<file path="src/hw/racc_macros.svh">
`ifndef RACC_MACROS_SVH
`define RACC_MACROS_SVH

// Flag bits at the top of every ring word
`define RACC_W_VALID 63
`define RACC_W_REQ 62

// Upper six ID bits carry the core, the lower two the thread
`define RACC_W_ID_HI 61
`define RACC_W_ID_LO 54

// Byte mask in a request, status in a response
`define RACC_W_MASK_HI 53
`define RACC_W_MASK_LO 50

// The word address sits just above the data
`define RACC_W_ADDR_HI 49
`define RACC_W_ADDR_LO 32

`define RACC_MEM_WORDS 256
`define RACC_WR_BUSY 2

`endif

</file>
<file path="src/hw/racc_pkg.sv">
`default_nettype none

`include "racc_macros.svh"

package racc_pkg;

  // Zero is an ack, anything else tells the issuer the access failed
  typedef enum logic [`RACC_W_MASK_HI-`RACC_W_MASK_LO:0] {
    RACC_OK       = 4'd0,
    RACC_ADDR_ERR = 4'd1
  } racc_status_e;

  // How the target reads a word; a zero mask is a read
  typedef struct packed {
    logic                                       valid;
    logic                                       req;
    logic [`RACC_W_ID_HI-`RACC_W_ID_LO:0]       id;
    logic [`RACC_W_MASK_HI-`RACC_W_MASK_LO:0]   mask;
    logic [`RACC_W_ADDR_HI-`RACC_W_ADDR_LO:0]   addr;
    logic [`RACC_W_ADDR_LO-1:0]                 wdata;
  } racc_req_t;

  // How a port reads a word coming back to it
  typedef struct packed {
    logic                                       valid;
    logic                                       req;
    logic [`RACC_W_ID_HI-`RACC_W_ID_LO:0]       id;
    racc_status_e                               status;
    logic [`RACC_W_ADDR_HI-`RACC_W_ADDR_LO:0]   addr;
    logic [`RACC_W_ADDR_LO-1:0]                 rdata;
  } racc_rsp_t;

  typedef union packed {
    racc_req_t req;
    racc_rsp_t rsp;
  } racc_word_t;

endpackage

`default_nettype wire

</file>
<file path="src/hw/ring_ldst_port.sv">
`default_nettype none

`include "racc_macros.svh"

module ring_ldst_port
  import racc_pkg::*;
#(
  parameter logic [5:0] CORE_ID = 6'd1
)
(
  input  wire logic        CLK,
  input  wire logic        RST,
  input  wire logic [1:0]  slice,
  input  wire logic        cs,
  // Addresses count 32-bit words
  input  wire logic [17:0] addr,
  input  wire logic        wr,
  input  wire logic [3:0]  mask,
  input  wire logic [31:0] wdata,
  input  wire logic [3:0]  wb_reg,
  output logic [3:0]       stall,
  output logic             load_vld,
  output logic [1:0]       load_slice,
  output logic [3:0]       load_sel,
  output logic [31:0]      load_data,
  input  wire racc_word_t  ring_in,
  output racc_word_t       ring_out
);

  racc_word_t  ring_in_q;
  racc_word_t  ring_out_q;

  logic [3:0]  pending;
  logic [3:0]  sent;
  logic [3:0]  hang;
  logic [3:0]  req_vec;
  logic [3:0]  rsp_hit;
  logic [3:0]  retry_hit;
  logic [3:0]  err_hit;
  logic [3:0]  send_now;
  logic [1:0]  slot;
  logic [1:0]  cs_thr;
  logic [1:0]  in_thr;
  logic        in_valid;
  logic        in_req;
  logic        in_own;
  logic        in_foreign;

  // Each thread has one transaction slot that loads on cs
  logic [17:0] addr_q [4];
  logic [3:0]  mask_q [4];
  logic [31:0] data_q [4];
  logic [3:0]  rc_q   [4];

  always_ff @(posedge CLK or posedge RST)
  begin
    if (RST)
      ring_in_q <= '0;
    else
      ring_in_q <= ring_in;
  end

  // The barrel issues slices 0..3 for threads 2, 3, 0, 1
  assign cs_thr = slice ^ 2'b10;

  // Flag bits are read off the raw word, the rest goes through the response view
  assign in_valid   = ring_in_q[`RACC_W_VALID];
  assign in_req     = ring_in_q[`RACC_W_REQ];
  assign in_thr     = ring_in_q.rsp.id[1:0];
  assign in_own     = in_valid && (ring_in_q.rsp.id[7:2] == CORE_ID);
  assign in_foreign = in_valid && !in_own;

  always_comb
  begin
    req_vec   = '0;
    rsp_hit   = '0;
    retry_hit = '0;
    if (cs)
      req_vec[cs_thr] = 1'b1;
    // A request of ours that comes all the way round was refused by the target
    if (in_own && in_req)
      retry_hit[in_thr] = 1'b1;
    if (in_own && !in_req)
      rsp_hit[in_thr] = 1'b1;
  end

  assign err_hit = (ring_in_q.rsp.status != RACC_OK) ? rsp_hit : 4'd0;

  always_ff @(posedge CLK or posedge RST)
  begin
    if (RST)
    begin
      pending <= '0;
      sent    <= '0;
      hang    <= '0;
    end
    else
    begin
      pending <= (pending & ~rsp_hit) | req_vec;
      sent    <= (sent | send_now) & ~rsp_hit & ~retry_hit;
      // Errors are not recovered, the thread sits here until reset
      hang    <= hang | err_hit;
    end
  end

  assign stall = pending | hang;

  always_ff @(posedge CLK)
  begin
    if (cs)
    begin
      addr_q[cs_thr] <= addr;
      mask_q[cs_thr] <= wr ? mask : 4'd0;
      data_q[cs_thr] <= wdata;
      rc_q[cs_thr]   <= wb_reg;
    end
  end

  // Only the thread owning the current slot may send, and only into a free slot
  always_comb
  begin
    send_now = '0;
    if (!in_foreign && pending[slot] && !sent[slot])
      send_now[slot] = 1'b1;
  end

  always_ff @(posedge CLK or posedge RST)
  begin
    if (RST)
    begin
      slot       <= '0;
      ring_out_q <= '0;
    end
    else
    begin
      slot <= slot + 2'd1;
      if (in_foreign)
        ring_out_q <= ring_in_q;
      else if (|send_now)
        ring_out_q.req <= '{
          valid: 1'b1,
          req:   1'b1,
          id:    {CORE_ID, slot},
          mask:  mask_q[slot],
          addr:  addr_q[slot],
          wdata: data_q[slot]
        };
      else
        ring_out_q <= '0;
    end
  end

  assign ring_out = ring_out_q;

  // Stores complete silently, only reads go back to the register file
  always_ff @(posedge CLK or posedge RST)
  begin
    if (RST)
      load_vld <= 1'b0;
    else
      load_vld <= (|(rsp_hit & ~err_hit)) && (mask_q[in_thr] == 4'd0);
  end

  always_ff @(posedge CLK)
  begin
    load_slice <= in_thr ^ 2'b10;
    load_sel   <= rc_q[in_thr];
    load_data  <= ring_in_q.rsp.rdata;
  end

  a_no_cs_when_stalled: assert property (
    @(posedge CLK) disable iff (RST)
    cs |-> !stall[cs_thr]
  );

  // Load data only ever answers a read that was still outstanding
  a_load_is_read: assert property (
    @(posedge CLK) disable iff (RST)
    load_vld |-> (mask_q[load_slice ^ 2'b10] == 4'd0) && $past(pending[in_thr])
  );

endmodule

`default_nettype wire

</file>
<file path="config.mk">
export PLATFORM = sky130hd
export DESIGN_NAME = ring_ldst_port
export DESIGN_NICKNAME = d
export VERILOG_FILES = /design/src/hw/racc_pkg.sv /design/src/hw/ring_ldst_port.sv
export VERILOG_INCLUDE_DIRS = /design/src /design/src/hw
export SDC_FILE = /design/constraint.sdc
export NUM_CORES = 1
export LEC_CHECK = 0
export ABC_CLOCK_PERIOD_IN_PS = 4800
export CAP_MARGIN = 0
export CORE_MARGIN = 3
export CORE_UTILIZATION = 60
export DETAILED_ROUTE_END_ITERATION = 10
export DONT_BUFFER_PORTS = 1
export PLACE_DENSITY = 0.76
export RECOVER_POWER = 25
export SLEW_MARGIN = 0
export SYNTH_ARGS = -nofsm -noshare
export SYNTH_HDL_FRONTEND = slang
export SYNTH_SLANG_ARGS = --single-unit
</file>
<file path="constraint.sdc">
create_clock -name CLK -period 4.8 [get_ports CLK]
set_clock_uncertainty 0.15 [all_clocks]
set_input_delay 0 -clock CLK [delete_from_list [all_inputs] [get_ports CLK]]
set_output_delay 0 -clock CLK [all_outputs]
set_load 0.1 [all_outputs]
</file>
### Word-level counts from Yosys, hierarchy flattened

Memory sizes are Yosys's and may differ from the RTL's. A register that Yosys moved wholly into a read port is not among the register bits.
Index checks and enable logic that the tools add are counted.

| storage, ports and cells | value |
|---|---|
| bits in registers | 177 |
| bits in writable memories | 232 |
| input bits | 128 |
| output and inout port bits | 107 |
| logic and storage cells | 72 |
| memories | 4 |

Memories:

| memory | words | width | read ports | clocked after memory_dff | wr ports | RTL line | text |
|---|---|---|---|---|---|---|---|
| data_q | 4 | 32 | 1 | 0 | 1 | ring_ldst_port.sv:52 | `logic [31:0] data_q [4];` |
| addr_q | 4 | 18 | 1 | 0 | 1 | ring_ldst_port.sv:50 | `logic [17:0] addr_q [4];` |
| mask_q | 4 | 4 | 2 | 0 | 1 | ring_ldst_port.sv:51 | `logic [3:0] mask_q [4];` |
| rc_q | 4 | 4 | 1 | 1 | 1 | ring_ldst_port.sv:53 | `logic [3:0] rc_q [4];` |

| cells by class | value |
|---|---|
| $add $sub $neg | 1 |
| $lt $le $gt $ge | 6 |
| equality and inequality tests | 1 |
| muxes and demuxes | 20 |
| bitwise logic cells | 13 |
| reduce and logical (&&, ||, !) cells | 18 |

Operator list:

| cell | number |
|---|---|
| $mux W64 | 2 |
| $mux W4 | 6 |
| $and A4 B4 Y4 | 4 |
| $or A4 B4 Y4 | 4 |
| $not A4 Y4 | 3 |
| $logic_and A1 B1 Y1 | 10 |
| $lt A2 B3 Y1 const B | 3 |
| $reduce_or A4 Y1 | 2 |
| $mux W1 | 7 |
| $demux W1 S2 | 3 |
| $eq A6 B1 Y1 const B | 1 |
| $ge A2 B1 Y1 const B | 3 |
| $bmux W1 S2 | 2 |
| $logic_not A1 Y1 | 4 |
| $logic_not A4 Y1 | 1 |
| $reduce_bool A4 Y1 | 1 |
| $add A2 B1 Y2 const B | 1 |
| $not A1 Y1 | 2 |

### Longest topological paths before layout

| depth | value |
|---|---|
| depth after elaboration | 11 |
| depth in mapped cells | 9 |

### Worst setup path before layout

OpenSTA, ideal clock, no wires.

| timing | value |
|---|---|
| path kind | input-to-reg |
| start point | input port slice[0] |
| end point | memory addr_q[0][0], enable pin |
| library setup time | 474 ps |
| arrival time | 2603 ps |
| required time | 4176 ps |
| setup slack | 1573 ps |
| stages on the path | 2 |
| buffers on the path | 0 |
| cell sequence | nand2b_1 -> nor2_1 |

RTL lines:

| item | RTL line | text |
|---|---|---|
| start, declared | ring_ldst_port.sv:13 | `input wire logic [1:0] slice,` |
| end, declared | ring_ldst_port.sv:50 |  |

No word-level cell before the write port.

### Worst setup path after layout

| timing | value |
|---|---|
| start point | register slot[1] |
| end point | register ring_out_q (netlist bit ring_out[44]) |

| on the way | value |
|---|---|
| longest elaborated chain between the ends | 8 |
| elaborated cells on any way between the ends | 17 |

Ends and longest elaborated chain:

| item | RTL line | text |
|---|---|---|
| start, declared | ring_ldst_port.sv:41 | `logic [1:0] slot;` |
| start signal, assigned | ring_ldst_port.sv:136 | `slot <= slot + 2'd1;` |
| $lt A2 B3 Y1 (not written as such) (tied with other cells) | ring_ldst_port.sv:124 | `send_now[slot] = 1'b1;` |
| $logic_and A1 B1 Y1 (not written as such) / $mux W1 (equally long branches) | ring_ldst_port.sv:124, ring_ldst_port.sv:123 |  |
| $mux W1 (not written as such) (tied with other cells) | ring_ldst_port.sv:124 |  |
| $demux W1 S2 / $logic_and A1 B1 Y1 (equally long branches) | ring_ldst_port.sv:124, ring_ldst_port.sv:123 |  |
| $mux W4 | ring_ldst_port.sv:123 | `if (!in_foreign && pending[slot] && !sent[slot])` |
| $reduce_or A4 Y1 | ring_ldst_port.sv:139 | `else if (\|send_now)` |
| $mux W64 (*) | ring_ldst_port.sv:139 |  |
| $mux W64 (*) | ring_ldst_port.sv:137 | `if (in_foreign)` |
| end signal, assigned | ring_ldst_port.sv:138 | `ring_out_q <= ring_in_q;` |
| end, declared | ring_ldst_port.sv:31 | `racc_word_t ring_out_q;` |

Every way passes the cells marked *; elsewhere a longest branch is shown, timed or not. The select of a mux whose other input is x is not followed.

==> impl_metrics.env <==
export IMPL_max_vdd_ir_drop_mv=0.337
export IMPL_fin_crit_sh=0.642
export IMPL_cap_viol_max_count=0
export IMPL_final_util=0.773
export IMPL_clk_latency_ns=0.53
export IMPL_synth_warnings=0
export IMPL_die_w_um=158
export IMPL_layout_common_cells="232 x edfxtp_1, 195 x dlygate4sd3_1, 141 x dfrtp_1"
export IMPL_worstMarginPinSlew_ns=1.03
export IMPL_hpwl_um=16300
export IMPL_grt_pass1_vias=7910
export IMPL_layout_nets=991
export IMPL_clock_path_buffers=3
export IMPL_cts_sinks=413
export IMPL_cts_tree="yes"
export IMPL_worstPathCellList="ha_1 -> nor4_1 -> nor2_4 -> buf_4 -> a32o_1"
export IMPL_cp_start_kind="register"
export IMPL_grt_overflow=0
export IMPL_ios=235
export IMPL_cts_made_buffers=40
export IMPL_p_switching_mw=2.17
export IMPL_period_needed_ns=3.08
export IMPL_ant_nets=0
export IMPL_place_gp_congestion=0.821
export IMPL_vias=7261
export IMPL_final_setup_viol_count=0
export IMPL_power_density_nw_per_um2=472
export IMPL_grt_first_pass_wirelength_um=47300
export IMPL_clkSlewWorstSetupHoldPaths_ns=0.06
export IMPL_drt_first_iter_violations=608
export IMPL_crit_path_max_fanout=37
export IMPL_fmax_ghz=0.324
export IMPL_cts_root_buf="clkbuf_16"
export IMPL_area_growth_pct=26.3
export IMPL_p_clk_frac=0.392
export IMPL_die_area_um2=25000
export IMPL_hold_violations=0
export IMPL_netlist_area_um2=13900
export IMPL_core_um2=22700
export IMPL_power_leakage_nw=6.44
export IMPL_ys_ff_latch=413
export IMPL_fp_row_count=55
export IMPL_hold_slack_ns=0.0360
export IMPL_critPathRequiredTime_ns=5.09
export IMPL_arrival_ns=3.37
export IMPL_routed_wl_um=32000
export IMPL_syn_inst=646
export IMPL_timing_slew_headroom=0.314
export IMPL_avgSynthCellArea_um2=21.5
export IMPL_portBuffers=0
export IMPL_track_usage=0.257
export IMPL_vias_per_cell=6.16
export IMPL_grt_antenna_before_repair=2
export IMPL_postCtsSetupBuffers=0
export IMPL_ys_types=36
export IMPL_min_path_type="input port to register"
export IMPL_htreeDepth=2
export IMPL_wl_per_cell_um=27.2
export IMPL_die_y_um=158
export IMPL_dp_slack_ns=1.86
export IMPL_power_mw=8.29
export IMPL_fin_setup_tns_ns=0
export IMPL_grt_setup_unrepaired="no"
export IMPL_status="complete, no violations"
export IMPL_synth_nets=778
export IMPL_max_stage_delay_ns=0.93
export IMPL_start_util=0.612
export IMPL_p_int_mw=6.12
export IMPL_cts_resized=0
export IMPL_setup_worst_path_end_class="register"
export IMPL_seqPwrFrac=0.556
export IMPL_final_common_cell="edfxtp_1"
export IMPL_cts_hold_buf=195
export IMPL_yosysSeqAreaShare=0.814
export IMPL_drc_errors=0
export IMPL_crit_slowest_cell="dfrtp_2"
export IMPL_layout_setup_ws_ns=1.72
export IMPL_drive_above_1_share=0.167
export IMPL_comb_power_share=0.051
export IMPL_grt_max_degree=72
export IMPL_crit_type="register to register"
export IMPL_p_sw_frac=0.262
export IMPL_dr_pass1_iters=5
export IMPL_maxSlewViolCount=0
==> logic make-up (layout without fill, tap and decap cells) <==
kind of cell    after synthesis  in the layout  synth area share
compound gates               84             84            0.0539
other cells                   0              2                 0
simple gates                 40             40            0.0175
flops                       413            413             0.814
buf+inv                      43            288            0.0145
fa+ha+maj                     4              4           0.00360
mux                          62             62            0.0969
==> worst paths after layout <==
check | cells past startpoint | slack [ns] | startpoint | endpoint
worst max-delay path | 5 | 1.72 | slot[1]$_DFF_PP0_ | ring_out[44]$_DFF_PP0_
max in group asynchronous | 4 | 2.45 | RST | ring_in_q[56]$_DFF_PP0_
worst max register to register | 5 | 1.72 | slot[1]$_DFF_PP0_ | ring_out[44]$_DFF_PP0_
min in group asynchronous | 3 | 0.49 | RST | ring_out[20]$_DFF_PP0_
worst min-delay path | 1 | 0.04 | addr[0] | addr_q[3][0]$_DFFE_PP_
worst min register to register | 0 | 0.23 | ring_in_q[4]$_DFF_PP0_ | load_data[4]$_DFF_P_
==> worst max-delay path: cells and delay by family (launching register included) <==
kind / cells / cell delay [ns]
adder cells (fa/ha/maj): 1 / 0.31
flip-flops: 1 / 0.93
AND/OR/NAND/NOR: 2 / 0.75
AO/OA/AOI/OAI: 1 / 0.29
buffers and inverters: 1 / 0.54
==> sequential cells by signal, indices dropped and copies added, names as in the netlist <==
signal      cells
rc_q           16
load_data      32
load_vld        1
load_sel        4
load_slice      2
data_q        128
ring_in_q      64
sent            4
hang            4
ring_out       64
mask_q         16
addr_q         72
slot            2
pending         4
==> power by group through the flow <==
stage | registers [mW] | logic, mW | clock network [mW]
finish | 4.61 | 0.426 | 3.25
global route | 4.63 | 0.456 | 3.43
CTS | 4.61 | 0.415 | 3.26
detailed placement | 4.68 | 0.265 | 0
global placement | 4.66 | 0.251 | 0
floorplan | 4.64 | 0.206 | 0
==> synthesized netlist by cell type <==
master | n | share of area
clkinv_1 | 1 | 0.00027
mux2i_1 | 4 | 0.0029
edfxtp_1 | 232 | 0.50
a32o_1 | 56 | 0.040
nor2_1 | 6 | 0.0016
clkbuf_1 | 17 | 0.0046
a22o_1 | 2 | 0.0013
o21ai_1 | 4 | 0.0014
buf_2 | 11 | 0.0040
nand2_1 | 4 | 0.0011
a22oi_1 | 4 | 0.0022
mux4_2 | 58 | 0.094
nand4b_1 | 1 | 0.00063
ha_1 | 4 | 0.0036
nor2_2 | 1 | 0.00045
nand2b_1 | 2 | 0.00090
buf_1 | 1 | 0.00027
nor4b_1 | 1 | 0.00063
a21boi_2 | 1 | 0.00081
inv_2 | 3 | 0.00081
a21o_1 | 1 | 0.00054
o22ai_1 | 1 | 0.00045
o21ai_0 | 9 | 0.0032
or2_2 | 4 | 0.0018
buf_6 | 2 | 0.0016
buf_4 | 3 | 0.0016
and2_1 | 9 | 0.0041
dfrtp_1 | 143 | 0.26
dfxtp_1 | 38 | 0.055
a41o_1 | 2 | 0.0014
nor4_1 | 7 | 0.0032
nor4b_2 | 1 | 0.0011
o21bai_1 | 4 | 0.0022
inv_1 | 5 | 0.0014
nor4bb_1 | 1 | 0.00072
or2_1 | 3 | 0.0014
==> metal layers <==
layer,share of wire,up-vias,GRT usage
met1,0.36,3849,0.315
met4,0.023,2,0.0803
li1,-,3015,-
met3,0.068,62,0.0547
met2,0.55,333,0.461
met5,0.00041,-,0
==> stage by stage <==
step / area, um^2 / std cells
2_1_floorplan: 13900 / 646
3_3_place_gp: 14200 / 907
3_5_place_dp: 14200 / 907
4_1_cts: 17600 / 1176
5_1_grt: 17600 / 1177
6_report: 17600 / 1178
==> area by class of cell <==
type / count / area (um^2)
antenna: 2 / 5.00
clock buffer: 62 / 1240
clock inverter: 12 / 149
fill: 1163 / 5150
inverter: 9 / 38.8
multi-input combinational: 190 / 2430
sequential: 413 / 11300
tap: 285 / 357
timing repair buffer: 205 / 2030
Power figures use the tool's default switching activity.
